**src/source/spi_master_pkg.sv**
```systemverilog
// shared definitions for the spi master subsystem
// payload and register widths, tx fifo geometry,
// transfer state encoding

`default_nettype none

package spi_master_pkg;

   // ##############################
   // widths
   // ##############################
   localparam int byte_width = 8;   // fifo and serializer payload
   localparam int rx_width   = 64;  // receive shift register
   localparam int div_width  = 8;   // clkdiv_reg and divider counter

   // ##############################
   // tx fifo
   // ##############################
   localparam int fifo_depth      = 8;
   localparam int fifo_addr_width = 3;  // log2 of fifo_depth

   // ##############################
   // transfer states
   // ##############################
   // ss is low in setup, data and hold (automatic mode)
   typedef enum logic [2:0] {
      state_idle   = 3'b000,  // waiting for queued data
      state_setup  = 3'b001,  // ss low, before first edge
      state_data   = 3'b010,  // sclk running
      state_hold   = 3'b011,  // ss low, after last edge
      state_margin = 3'b100   // ss high, gap before next frame
   } state_t;

endpackage

`default_nettype wire

```
**src/source/spi_clock_divider.sv**
```systemverilog
// serial clock divider
// free-running counter with period and half-period strobes

`timescale 1ns/1ns
`default_nettype none

module spi_clock_divider (
   input  wire                                   clk,
   input  wire                                   nreset,
   input  wire [spi_master_pkg::div_width-1:0]   clkdiv_reg,  // period is clkdiv_reg+1
   output logic                                  period_match,
   output logic                                  phase_match
);

   logic [spi_master_pkg::div_width-1:0] count;  // position inside the period
   logic [spi_master_pkg::div_width:0]   half_sum;  // one bit wider, clkdiv_reg+1 may be 256
   logic [spi_master_pkg::div_width-1:0] half_point;

   // ##############################
   // counter
   // ##############################
   always_ff @(posedge clk or negedge nreset) begin
      if (!nreset) begin
         count <= '0;
      end else if (count == clkdiv_reg) begin
         count <= '0;  // wrap, next cycle is period start
      end else begin
         count <= count + 1'b1;
      end
   end

   // half of the period, rounded down
   assign half_sum   = ({1'b0, clkdiv_reg} + 1'b1) >> 1;
   assign half_point = half_sum[spi_master_pkg::div_width-1:0];

   // ##############################
   // strobes
   // ##############################
   // count zero is the cycle right after the wrap
   assign period_match = (count == '0);
   // never collides with zero as long as clkdiv_reg >= 1
   assign phase_match = (count == half_point);

endmodule

`default_nettype wire

```
**src/source/spi_tx_fifo.sv**
```systemverilog
// transmit byte fifo
// circular buffer with occupancy count and registered read port

`timescale 1ns/1ns
`default_nettype none

module spi_tx_fifo (
   input  wire                                    clk,
   input  wire                                    nreset,
   input  wire  [spi_master_pkg::byte_width-1:0]  wr_data,
   input  wire                                    wr_en,
   input  wire                                    rd_en,
   output logic [spi_master_pkg::byte_width-1:0]  rd_data,  // valid cycle after rd_en
   output logic                                   empty,
   output logic                                   full
);

   logic [spi_master_pkg::byte_width-1:0] mem [spi_master_pkg::fifo_depth];

   logic [spi_master_pkg::fifo_addr_width-1:0] wr_ptr;
   logic [spi_master_pkg::fifo_addr_width-1:0] rd_ptr;
   logic [spi_master_pkg::fifo_addr_width:0]   count;  // 0 .. fifo_depth

   logic do_write;
   logic do_read;

   assign do_write = wr_en & ~full;   // write while full is dropped
   assign do_read  = rd_en & ~empty;

   // ##############################
   // storage
   // ##############################
   always_ff @(posedge clk) begin
      if (do_write) begin
         mem[wr_ptr] <= wr_data;
      end
      if (do_read) begin
         rd_data <= mem[rd_ptr];  // one cycle read latency
      end
   end

   // ##############################
   // pointers and occupancy
   // ##############################
   // depth is a power of two, pointers wrap on their own
   always_ff @(posedge clk or negedge nreset) begin
      if (!nreset) begin
         wr_ptr <= '0;
         rd_ptr <= '0;
         count  <= '0;
      end else begin
         if (do_write) begin
            wr_ptr <= wr_ptr + 1'b1;
         end
         if (do_read) begin
            rd_ptr <= rd_ptr + 1'b1;
         end
         case ({do_write, do_read})
            2'b10:   count <= count + 1'b1;
            2'b01:   count <= count - 1'b1;
            default: count <= count;  // both or neither
         endcase
      end
   end

   assign empty = (count == '0);
   assign full  = (count == (spi_master_pkg::fifo_addr_width + 1)'(spi_master_pkg::fifo_depth));

endmodule

`default_nettype wire

```
**src/source/spi_tx_serializer.sv**
```systemverilog
// transmit serializer
// loadable byte shift register, msb or lsb first on dout

`timescale 1ns/1ns
`default_nettype none

module spi_tx_serializer (
   input  wire                                   clk,
   input  wire                                   nreset,
   input  wire [spi_master_pkg::byte_width-1:0]  din,
   input  wire                                   load,      // wins over shift
   input  wire                                   shift,     // launch strobe
   input  wire                                   lsbfirst,
   output logic                                  dout,
   output logic                                  busy
);

   logic [spi_master_pkg::byte_width-1:0]           sreg;
   logic [$clog2(spi_master_pkg::byte_width+1)-1:0] bit_cnt;  // bits left incl. head

   // ##############################
   // shift register
   // ##############################
   always_ff @(posedge clk) begin
      if (load) begin
         sreg <= din;
      end else if (shift) begin
         if (lsbfirst) begin
            sreg <= {1'b0, sreg[spi_master_pkg::byte_width-1:1]};
         end else begin
            sreg <= {sreg[spi_master_pkg::byte_width-2:0], 1'b0};
         end
      end
   end

   // ##############################
   // bit counter
   // ##############################
   always_ff @(posedge clk or negedge nreset) begin
      if (!nreset) begin
         bit_cnt <= '0;
      end else if (load) begin
         bit_cnt <= ($bits(bit_cnt))'(spi_master_pkg::byte_width);
      end else if (shift && bit_cnt != '0) begin
         bit_cnt <= bit_cnt - 1'b1;
      end
   end

   assign dout = lsbfirst ? sreg[0] : sreg[spi_master_pkg::byte_width-1];  // head bit

   // high while more than the head bit is left,
   // lets the next byte load right on the last launch
   assign busy = |bit_cnt[$bits(bit_cnt)-1:1];

endmodule

`default_nettype wire

```
**src/source/spi_rx_deserializer.sv**
```systemverilog
// receive deserializer
// 64-bit shift register fed one miso bit per sample strobe

`timescale 1ns/1ns
`default_nettype none

module spi_rx_deserializer (
   input  wire                                   clk,
   input  wire                                   nreset,
   input  wire                                   din,       // sampled miso
   input  wire                                   shift,     // sample strobe
   input  wire                                   lsbfirst,
   output logic [spi_master_pkg::rx_width-1:0]   dout
);

   // contents are kept from frame to frame
   always_ff @(posedge clk or negedge nreset) begin
      if (!nreset) begin
         dout <= '0;
      end else if (shift) begin
         if (lsbfirst) begin
            // first bit ends up lowest after a full fill
            dout <= {din, dout[spi_master_pkg::rx_width-1:1]};
         end else begin
            dout <= {dout[spi_master_pkg::rx_width-2:0], din};  // new bit at 0
         end
      end
   end

endmodule

`default_nettype wire

```
**src/source/spi_master_io.sv**
```systemverilog
// spi master transfer engine
// five-state transfer fsm, launch and sample strobe selection,
// sclk and ss pin generation, rx_access pulse
// tx serializer and rx deserializer instances

`timescale 1ns/1ns
`default_nettype none

module spi_master_io (
   input  wire                                    clk,
   input  wire                                    nreset,
   input  wire                                    cpol,
   input  wire                                    cpha,
   input  wire                                    lsbfirst,
   input  wire                                    manual_mode,
   input  wire                                    send_data,     // ss level in manual mode
   input  wire                                    period_match,
   input  wire                                    phase_match,
   input  wire  [spi_master_pkg::byte_width-1:0]  fifo_dout,
   input  wire                                    fifo_empty,
   output logic                                   fifo_read,
   output spi_master_pkg::state_t                 spi_state,
   output logic [spi_master_pkg::rx_width-1:0]    rx_data,
   output logic                                   rx_access,     // one cycle after ss rises
   output logic                                   sclk,
   output logic                                   mosi,
   output logic                                   ss,            // active low
   input  wire                                    miso
);

   logic in_data;     // sclk running
   logic active;      // frame open in automatic mode
   logic tx_busy;
   logic load_byte;
   logic tx_fresh;    // byte loaded, first launch edge still ahead
   logic launch_pm;
   logic tx_shift;
   logic rx_shift;
   logic data_done;
   logic sclk_reg;
   logic ss_reg;

   assign in_data = (spi_state == spi_master_pkg::state_data);

   // ##############################
   // transfer fsm
   // ##############################
   // reads only when idle or mid-stream, never in setup, hold or margin
   assign fifo_read = ~fifo_empty & ~tx_busy & phase_match &
                      (in_data | (spi_state == spi_master_pkg::state_idle));

   assign data_done = fifo_empty & ~tx_busy & phase_match;  // queue drained

   always_ff @(posedge clk or negedge nreset) begin
      if (!nreset) begin
         spi_state <= spi_master_pkg::state_idle;
      end else begin
         case (spi_state)
            spi_master_pkg::state_idle:
               if (fifo_read) spi_state <= spi_master_pkg::state_setup;
            spi_master_pkg::state_setup:
               if (phase_match) spi_state <= spi_master_pkg::state_data;
            spi_master_pkg::state_data:
               if (data_done) spi_state <= spi_master_pkg::state_hold;
            spi_master_pkg::state_hold:
               if (phase_match) spi_state <= spi_master_pkg::state_margin;
            spi_master_pkg::state_margin:
               if (phase_match) spi_state <= spi_master_pkg::state_idle;
            default:
               spi_state <= spi_master_pkg::state_idle;
         endcase
      end
   end

   // fifo_dout arrives one cycle after the read
   always_ff @(posedge clk or negedge nreset) begin
      if (!nreset) begin
         load_byte <= 1'b0;
      end else begin
         load_byte <= fifo_read;
      end
   end

   // ##############################
   // launch and sample edges
   // ##############################
   assign launch_pm = in_data & period_match;  // leading edge in data

   // cpha 1 presents the head bit at load, so the first leading edge
   // after a load must not shift. a load on that very edge counts as it
   always_ff @(posedge clk or negedge nreset) begin
      if (!nreset) begin
         tx_fresh <= 1'b0;
      end else if (load_byte) begin
         tx_fresh <= ~launch_pm;
      end else if (launch_pm) begin
         tx_fresh <= 1'b0;
      end
   end

   assign tx_shift = cpha ? (launch_pm & ~tx_fresh)      // launch on leading
                          : (in_data & phase_match);     // launch on trailing
   assign rx_shift = in_data & (cpha ? phase_match : period_match);

   spi_tx_serializer tx0 (
      .clk      (clk),
      .nreset   (nreset),
      .din      (fifo_dout),
      .load     (load_byte),
      .shift    (tx_shift),
      .lsbfirst (lsbfirst),
      .dout     (mosi),
      .busy     (tx_busy)
   );

   spi_rx_deserializer rx0 (
      .clk      (clk),
      .nreset   (nreset),
      .din      (miso),
      .shift    (rx_shift),
      .lsbfirst (lsbfirst),
      .dout     (rx_data)
   );

   // ##############################
   // sclk
   // ##############################
   always_ff @(posedge clk or negedge nreset) begin
      if (!nreset) begin
         sclk_reg <= 1'b0;
      end else if (launch_pm) begin
         sclk_reg <= 1'b1;           // leading edge
      end else if (in_data & phase_match) begin
         sclk_reg <= 1'b0;           // trailing edge
      end
   end

   assign sclk = sclk_reg ^ cpol;  // idle level follows cpol

   // ##############################
   // slave select and done pulse
   // ##############################
   assign active = (spi_state == spi_master_pkg::state_setup) | in_data |
                   (spi_state == spi_master_pkg::state_hold);

   assign ss = ~((active & ~manual_mode) | (send_data & manual_mode));

   always_ff @(posedge clk or negedge nreset) begin
      if (!nreset) begin
         ss_reg    <= 1'b1;
         rx_access <= 1'b0;
      end else begin
         ss_reg    <= ss;
         rx_access <= ss & ~ss_reg;  // registered rise detect
      end
   end

endmodule

`default_nettype wire

```
**src/source/spi_master.sv**
```systemverilog
// spi master top level
// tx fifo, clock divider and transfer engine wired to the pins

`timescale 1ns/1ns
`default_nettype none

module spi_master (
   input  wire                                    clk,
   input  wire                                    nreset,
   // tx write port
   input  wire  [spi_master_pkg::byte_width-1:0]  tx_data,
   input  wire                                    tx_write,
   output logic                                   tx_full,
   // configuration, stable during a transfer
   input  wire  [spi_master_pkg::div_width-1:0]   clkdiv_reg,
   input  wire                                    cpol,
   input  wire                                    cpha,
   input  wire                                    lsbfirst,
   input  wire                                    manual_mode,
   input  wire                                    send_data,
   // receive side and status
   output logic [spi_master_pkg::rx_width-1:0]    rx_data,
   output logic                                   rx_access,
   output spi_master_pkg::state_t                 spi_state,
   // spi pins
   output logic                                   sclk,
   output logic                                   mosi,
   output logic                                   ss,
   input  wire                                    miso
);

   logic                                  period_match;
   logic                                  phase_match;
   logic                                  fifo_read;
   logic                                  fifo_empty;
   logic [spi_master_pkg::byte_width-1:0] fifo_dout;

   spi_clock_divider div0 (
      .clk          (clk),
      .nreset       (nreset),
      .clkdiv_reg   (clkdiv_reg),
      .period_match (period_match),
      .phase_match  (phase_match)
   );

   spi_tx_fifo fifo0 (
      .clk     (clk),
      .nreset  (nreset),
      .wr_data (tx_data),
      .wr_en   (tx_write),
      .rd_en   (fifo_read),
      .rd_data (fifo_dout),
      .empty   (fifo_empty),
      .full    (tx_full)
   );

   spi_master_io io0 (
      .clk          (clk),
      .nreset       (nreset),
      .cpol         (cpol),
      .cpha         (cpha),
      .lsbfirst     (lsbfirst),
      .manual_mode  (manual_mode),
      .send_data    (send_data),
      .period_match (period_match),
      .phase_match  (phase_match),
      .fifo_dout    (fifo_dout),
      .fifo_empty   (fifo_empty),
      .fifo_read    (fifo_read),
      .spi_state    (spi_state),
      .rx_data      (rx_data),
      .rx_access    (rx_access),
      .sclk         (sclk),
      .mosi         (mosi),
      .ss           (ss),
      .miso         (miso)
   );

endmodule

`default_nettype wire

```
**config.mk**
```make
export PLATFORM = sky130hd
export DESIGN_NAME = spi_master
export DESIGN_NICKNAME = d
export VERILOG_FILES = /design/src/source/spi_master_pkg.sv /design/src/source/spi_clock_divider.sv /design/src/source/spi_tx_fifo.sv /design/src/source/spi_tx_serializer.sv /design/src/source/spi_rx_deserializer.sv /design/src/source/spi_master_io.sv /design/src/source/spi_master.sv
export SDC_FILE = /design/constraint.sdc
export NUM_CORES = 1
export LEC_CHECK = 0
export ABC_AREA = 1
export BUFFER_PORTS_ARGS = -buffer_cell sky130_fd_sc_hd__buf_4
export CAP_MARGIN = 20
export CORE_MARGIN = 5
export CORE_UTILIZATION = 61
export CTS_BUF_LIST = sky130_fd_sc_hd__clkbuf_8
export DETAILED_ROUTE_END_ITERATION = 7
export PLACE_DENSITY = 0.81
export SYNTH_ARGS = -nofsm -noshare
export SYNTH_HDL_FRONTEND = slang
export SYNTH_SLANG_ARGS = --single-unit
```
**constraint.sdc**
```tcl
create_clock -name clk -period 6 [get_ports clk]
set_clock_uncertainty 0.1 [all_clocks]
set_input_delay 1.2 -clock clk [delete_from_list [all_inputs] [get_ports clk]]
set_output_delay 1.2 -clock clk [all_outputs]
set_load 0.01 [all_outputs]
```
==> impl_metrics.yaml, run 1 <==
critical_path:
  cp_max_fo: 68
  r2r_cells: 17
  crit_path_end_kind: "primary output"
  cp-startpoint: "lsbfirst"
  critPathMostFrequentCell: "buf_4"
  cpPeakStageDelay_ns: 0.80
  path_depth: 3
  critPathLaunchType: "primary input"
  critPathArrivalTime_ns: 2.46
  crit_family: "buffers and inverters"
  worst-setup-path-type: "primary input to primary output"
  crit_slowest_cell: "buf_4"
  cp.buffers_inverters: 2
  r2r_start: "div0.count[6]"
  worst-endpoint-required_ns: 4.70
  worstPathCellList: "buf_4 > o21ai_0 > buf_4"
layout:
  diodes: 0
  num-nets-final: 905
  top_regs: "fifo0.mem x64, io0.rx0.dout x64"
  syn2layout_area_growth_pct: 13.7
  final_layout_size_suffix_gt1_share_pct: 28.7
  num-fill-cells: 980
power:
  p_per_area_nw_per_um2: 321
  p_leak_nw: 4.23
  total_power_w: 0.00309
  switchingPower_w: 0.00106
  p_int_w: 0.00203
  switching_share_pct: 34.2
  clock_power_share_pct: 26.9
  pwr-share-seq_pct: 49.2
  comb_power_share_pct: 23.9
  irDropWorstVdd_mv: 0.214
grt:
  grt_pass1_wl_um: 28500
  antenna_found_initial: 0
  grt_pass1_vias: 5728
  grt.overflow.total: 0
  grt_start_max_net_pins: 129
  gr-usage-all-layers_pct: 21.7
drt:
  route.vias.total: 5931
  routed_wl_um: 17000
  ant_nets: 0
  drt_first_pass_iters: 5
  avgViaCountPerCell: 5.58
  route.detailed.drc: 0
  dr.first_iter.drc_count: 599
  wl_per_cell_um: 16.0
cts:
  cts_tree: "yes"
  cts_max_level: 4
  hold_buffers: 0
  post_cts_buffers: 0
  clkTransAtPathRegs_ns: 0.09
  cts_root_buf: "clkbuf_8"
  clk_latency_ns: 0.46
  clockBufferDepth: 2
  clock-sinks: 174
  cts-buffers-inserted: 17
  cts_resized: 0
yosys:
  ys_warn_count: 0
  syn_area_um2: 8470
  yosysSeqAreaShare_pct: 56.1
  syn_inst: 787
  synthTopCellsByCount: "nand2_1 (101), dfrtp_1 (93), nor2_1 (86)"
  syn_avg_cell_area_um2: 10.8
  synth_area_leaders: "edfxtp_1 (28%), dfrtp_1 (27%), mux2i_1 (7.6%)"
  yosysMostFrequentCell: "nand2_1"
  synth_top_area_cell: "edfxtp_1"
  synth-async-reset-ratio_pct: 54.0
  yosysTopAreaCellShare_pct: 28.3
  yosysUniqueCellTypes: 39
  synth_edf_count: 80
  synth_nets: 822
  ys_seq_elements: 174
  ys.flop_type: "dfrtp_1"
floorplanning:
  ios: 97
  dieHeight_um: 128
  dieArea_um2: 16300
  rows: 43
  core_um2: 13800
  start_util_pct: 61.5
  dieWidth_um: 128
sta:
  max_freq_mhz: 266
  report.final.setup_viol: 0
  rsz0062_at_grt: "no"
  whs_ns: 0.426
  worst_pin_slew_ns: 1.06
  finalHoldViolCount: 0
  tns_ns: 0
  worst_slack_ns: 2.24
  slew_viol_final: 0
  min_period_ns: 3.76
  relSlewSlack_pct: 29.2
  fin_crit_sh_pct: 62.7
place:
  hpwl_um: 11400
  routabilityCongestion: 0.879
  pre_cts_ws_ns: 1.89
  port_buffers: 96
min_path:
  hold_start: "io0.rx0.dout[0]"
  hold_class: "register to register"
  worstHoldPathCells: 2
status:
  outcome: "finished, final reports clean"
job:
  drv_cap: 0
[layout make-up]
type | count | area [um^2] | area share, %
Tap cell | 180 | 225 | 2.34
Timing Repair Buffer | 99 | 756 | 7.84
Multi-Input combinational cell | 526 | 3290 | 34.2
Clock inverter | 14 | 164 | 1.70
Inverter | 52 | 195 | 2.03
Clock buffer | 18 | 248 | 2.57
Sequential cell | 174 | 4760 | 49.4
[metal layers]
metal	global-route usage [%]	vias to the layer above	part of all wire, %	routed length (um)
met5	0	-	0	0
li1	-	2859	-	-
met1	28.7	2887	43	7390
met4	6.37	0	1.0	174
met3	5.00	16	5.7	964
met2	36.0	169	50	8470
[placed cells by master, fill, tap and decap left out, types with 4 or more instances in the layout]
| cell type | count |
|---|---|
| clkbuf_8 | 18 |
| mux2i_1 | 64 |
| nand2_1 | 101 |
| xnor2_1 | 9 |
| nor3_1 | 10 |
| or2_2 | 4 |
| o22ai_1 | 9 |
| nand3_1 | 22 |
| o21ai_0 | 45 |
| o211ai_1 | 4 |
| ha_1 | 10 |
| o21ai_2 | 64 |
| a31oi_1 | 8 |
| dfrtp_1 | 93 |
| inv_1 | 51 |
| a21oi_1 | 9 |
| nor3b_1 | 4 |
| inv_6 | 5 |
| buf_4 | 98 |
| edfxtp_1 | 80 |
| nand4_1 | 8 |
| xor2_1 | 10 |
| nand2_2 | 42 |
| nor2_1 | 86 |
| inv_8 | 4 |
[metrics by stage]
step	util (%)	std cells	cell area, um^2
6_report	70.0	1063	9640
5_1_grt	70.0	1063	9640
3_5_place_dp	67.0	1031	9220
4_1_cts	70.0	1063	9640
3_3_place_gp	67.0	1031	9220
2_1_floorplan	-	787	8470
[power by group through the flow]
stage	registers, W	logic, W	clock network (W)
finish	0.00152	0.000738	0.000832
global route	0.00153	0.000835	0.000902
CTS	0.00151	0.000735	0.000848
detailed placement	0.00154	0.000723	0
global placement	0.00153	0.000687	0
floorplan	0.00150	0.000543	0
[worst paths after layout]
kind | end | slack [ns]
min in group asynchronous | io0.rx0.dout[0] | 0.59
max in group asynchronous | io0.rx0.dout[2] | 4.09
setup reg to reg | fifo0.count[2] | 2.91
setup / recovery | mosi | 2.24
hold / removal | io0.rx0.dout[0] | 0.43
hold reg to reg | io0.rx0.dout[0] | 0.43
[tightest hold or removal path, delay by kind of cell (launching register included)]
kind,cells,cell delay [ns]
and+or+nand+nor,1,0.06
AOI/OAI and AO/OA,1,0.05
DFF,1,0.38
[kinds of logic after synthesis]
group           share of synthesized area [%]
flops                                    56.1
mux                                      7.69
buf+inv                                  5.14
compound gates                           12.0
fa+ha+maj                                1.48
simple gates                             15.6
xor+xnor                                 1.96
Note: power is estimated with default switching activity, not from simulation.
==> inputs of run 2 (changes only) <==
--- a/config.mk
+++ b/config.mk
@@ -9,10 +9,10 @@
 export BUFFER_PORTS_ARGS = -buffer_cell sky130_fd_sc_hd__buf_4
 export CAP_MARGIN = 20
 export CORE_MARGIN = 5
-export CORE_UTILIZATION = 61
+export CORE_UTILIZATION = 55
 export CTS_BUF_LIST = sky130_fd_sc_hd__clkbuf_8
 export DETAILED_ROUTE_END_ITERATION = 7
-export PLACE_DENSITY = 0.81
+export PLACE_DENSITY = 0.77
 export SYNTH_ARGS = -nofsm -noshare
 export SYNTH_HDL_FRONTEND = slang
 export SYNTH_SLANG_ARGS = --single-unit
==> constraint.sdc (replaced) <==
create_clock -name clk -period 3.4 [get_ports clk]
set_clock_uncertainty 0.1 [all_clocks]
set_input_delay 0.68 -clock clk [delete_from_list [all_inputs] [get_ports clk]]
set_output_delay 0.68 -clock clk [all_outputs]
set_load 0.01 [all_outputs]
==> impl_metrics.yaml, run 2 (synthesized netlist as in run 1, its figures left out) <==
status:
  outcome: "finished, final reports clean"
floorplanning:
  rows: 45
  ios: 97
  dieHeight_um: 134
  start_util_pct: 56.0
  dieWidth_um: 134
  dieArea_um2: 18000
  core_um2: 15100
critical_path:
  crit_path_end_kind: "register"
  cp-startpoint: "clkdiv_reg[0]"
  worst-setup-path-type: "primary input to register"
  reg2reg_slack_ns: 0.74
  worst-endpoint-required_ns: 3.65
  r2r_cells: 17
  r2r-end: "fifo0.count[2]"
  critPathArrivalTime_ns: 3.01
  r2r_start: "div0.count[6]"
  critPathLaunchType: "primary input"
  cp_max_fo: 8
  endpoint: "fifo0.count[2]"
power:
  p_per_area_nw_per_um2: 555
  p_leak_nw: 4.28
  irDropWorstVdd_mv: 0.390
cts:
  clockBufferDepth: 2
  cts_resized: 0
  post_cts_buffers: 0
  clkTransAtPathRegs_ns: 0.11
  cts_root_buf: "clkbuf_8"
  cts-buffers-inserted: 17
  cts_tree: "yes"
  clk_latency_ns: 0.46
  cts_max_level: 4
  hold_buffers: 0
  clock-sinks: 174
grt:
  grt_start_max_net_pins: 95
  gr-usage-all-layers_pct: 18.4
  antenna_found_initial: 0
  grt_pass1_wl_um: 26700
  grt_pass1_vias: 5311
  grt.overflow.total: 0
drt:
  drt_first_pass_iters: 5
  wl_per_cell_um: 14.7
  ant_nets: 0
  route.detailed.drc: 0
  route.vias.total: 5729
  avgViaCountPerCell: 5.30
  dr.first_iter.drc_count: 391
  routed_wl_um: 15900
job:
  drv_cap: 0
layout:
  syn2layout_area_growth_pct: 14.9
  num-fill-cells: 1182
  diodes: 0
  final_common_cell: "buf_4"
  final_layout_size_suffix_gt1_share_pct: 29.4
  fin_area_um2: 9740
  num-nets-final: 914
  mostFrequentLayoutCells: "buf_4 (105), nand2_1 (101), dfrtp_1 (93), nor2_1 (86), edfxtp_1 (80)"
  top_regs: "fifo0.mem x64, io0.rx0.dout x64"
place:
  port_buffers: 96
  hpwl_um: 10700
  pre_cts_ws_ns: 0.154
  post_dp_cell_area_um2: 9330
  routabilityCongestion: 0.835
sta:
  worst_slack_ns: 0.636
  worst_pin_slew_ns: 1.04
  max_freq_mhz: 362
  min_period_ns: 2.76
  finalHoldViolCount: 0
  tns_ns: 0
  rsz0062_at_grt: "no"
  slew_viol_final: 0
  report.final.setup_viol: 0
  relSlewSlack_pct: 30.7
  fin_crit_sh_pct: 81.3
min_path:
  hold_class: "primary input to async pin"
==> run 2: cell type report <==
cell class / count / area (um^2) / area share, %
sequential: 174 / 4760 / 48.8
tap: 188 / 235 / 2.42
multi-input combinational: 526 / 3290 / 33.8
timing repair buffer: 108 / 848 / 8.71
inverter: 52 / 195 / 2.00
clock buffer: 17 / 234 / 2.40
clock inverter: 15 / 178 / 1.82
==> run 2: through the flow <==
stage / power, W / utilization [%] / instances / hold WS [ns]
detailed placement: 0.00399 / 61.6 / 1048 / 0.397
global route: 0.00575 / 64.3 / 1080 / 0.163
floorplan: 0.00361 / - / 787 / 0.284
finish: 0.00540 / 64.3 / 1080 / 0.0982
CTS: 0.00545 / 64.3 / 1080 / 0.141
global placement: 0.00395 / 61.6 / 1048 / 0.389
==> run 2: worst min-delay path by stage <==
stage                       start                  to
6_report                   nreset     io0.rx0.dout[0]
5_1_grt                    nreset     io0.rx0.dout[0]
4_1_cts                    nreset     io0.rx0.dout[0]
3_5_place_dp   io0.tx0.bit_cnt[0]  io0.tx0.bit_cnt[0]
3_3_place_gp   io0.tx0.bit_cnt[0]  io0.tx0.bit_cnt[0]
2_1_floorplan              nreset       div0.count[0]
==> run 2: metal layers <==
layer	up-vias	GRT usage, %	wire length (um)
li1	2880	-	-
met1	2701	27.1	7820
met2	133	27.4	7090
met3	15	4.35	812
met4	0	5.37	163
met5	-	0	0
==> run 2: where the power goes <==
part | internal (W) | switching (W)
registers | 0.00247 | 0.000200
clock network | 0.000572 | 0.000881
logic | 0.000484 | 0.000795
==> run 2: critical path, stage by stage <==
cell	delay, ns
buf_4	0.12
ha_1	0.21
or2_2	0.31
nand3_1	0.07
nand4_1	0.14
nor2_4	0.15
nand2_4	0.09
nor2_1	0.10
nand3_1	0.09
inv_1	0.10
ha_1	0.22
nand2_1	0.07
inv_1	0.07
nor2_1	0.06
ha_1	0.17
a21oi_1	0.15
xnor2_1	0.13
o21ai_0	0.09
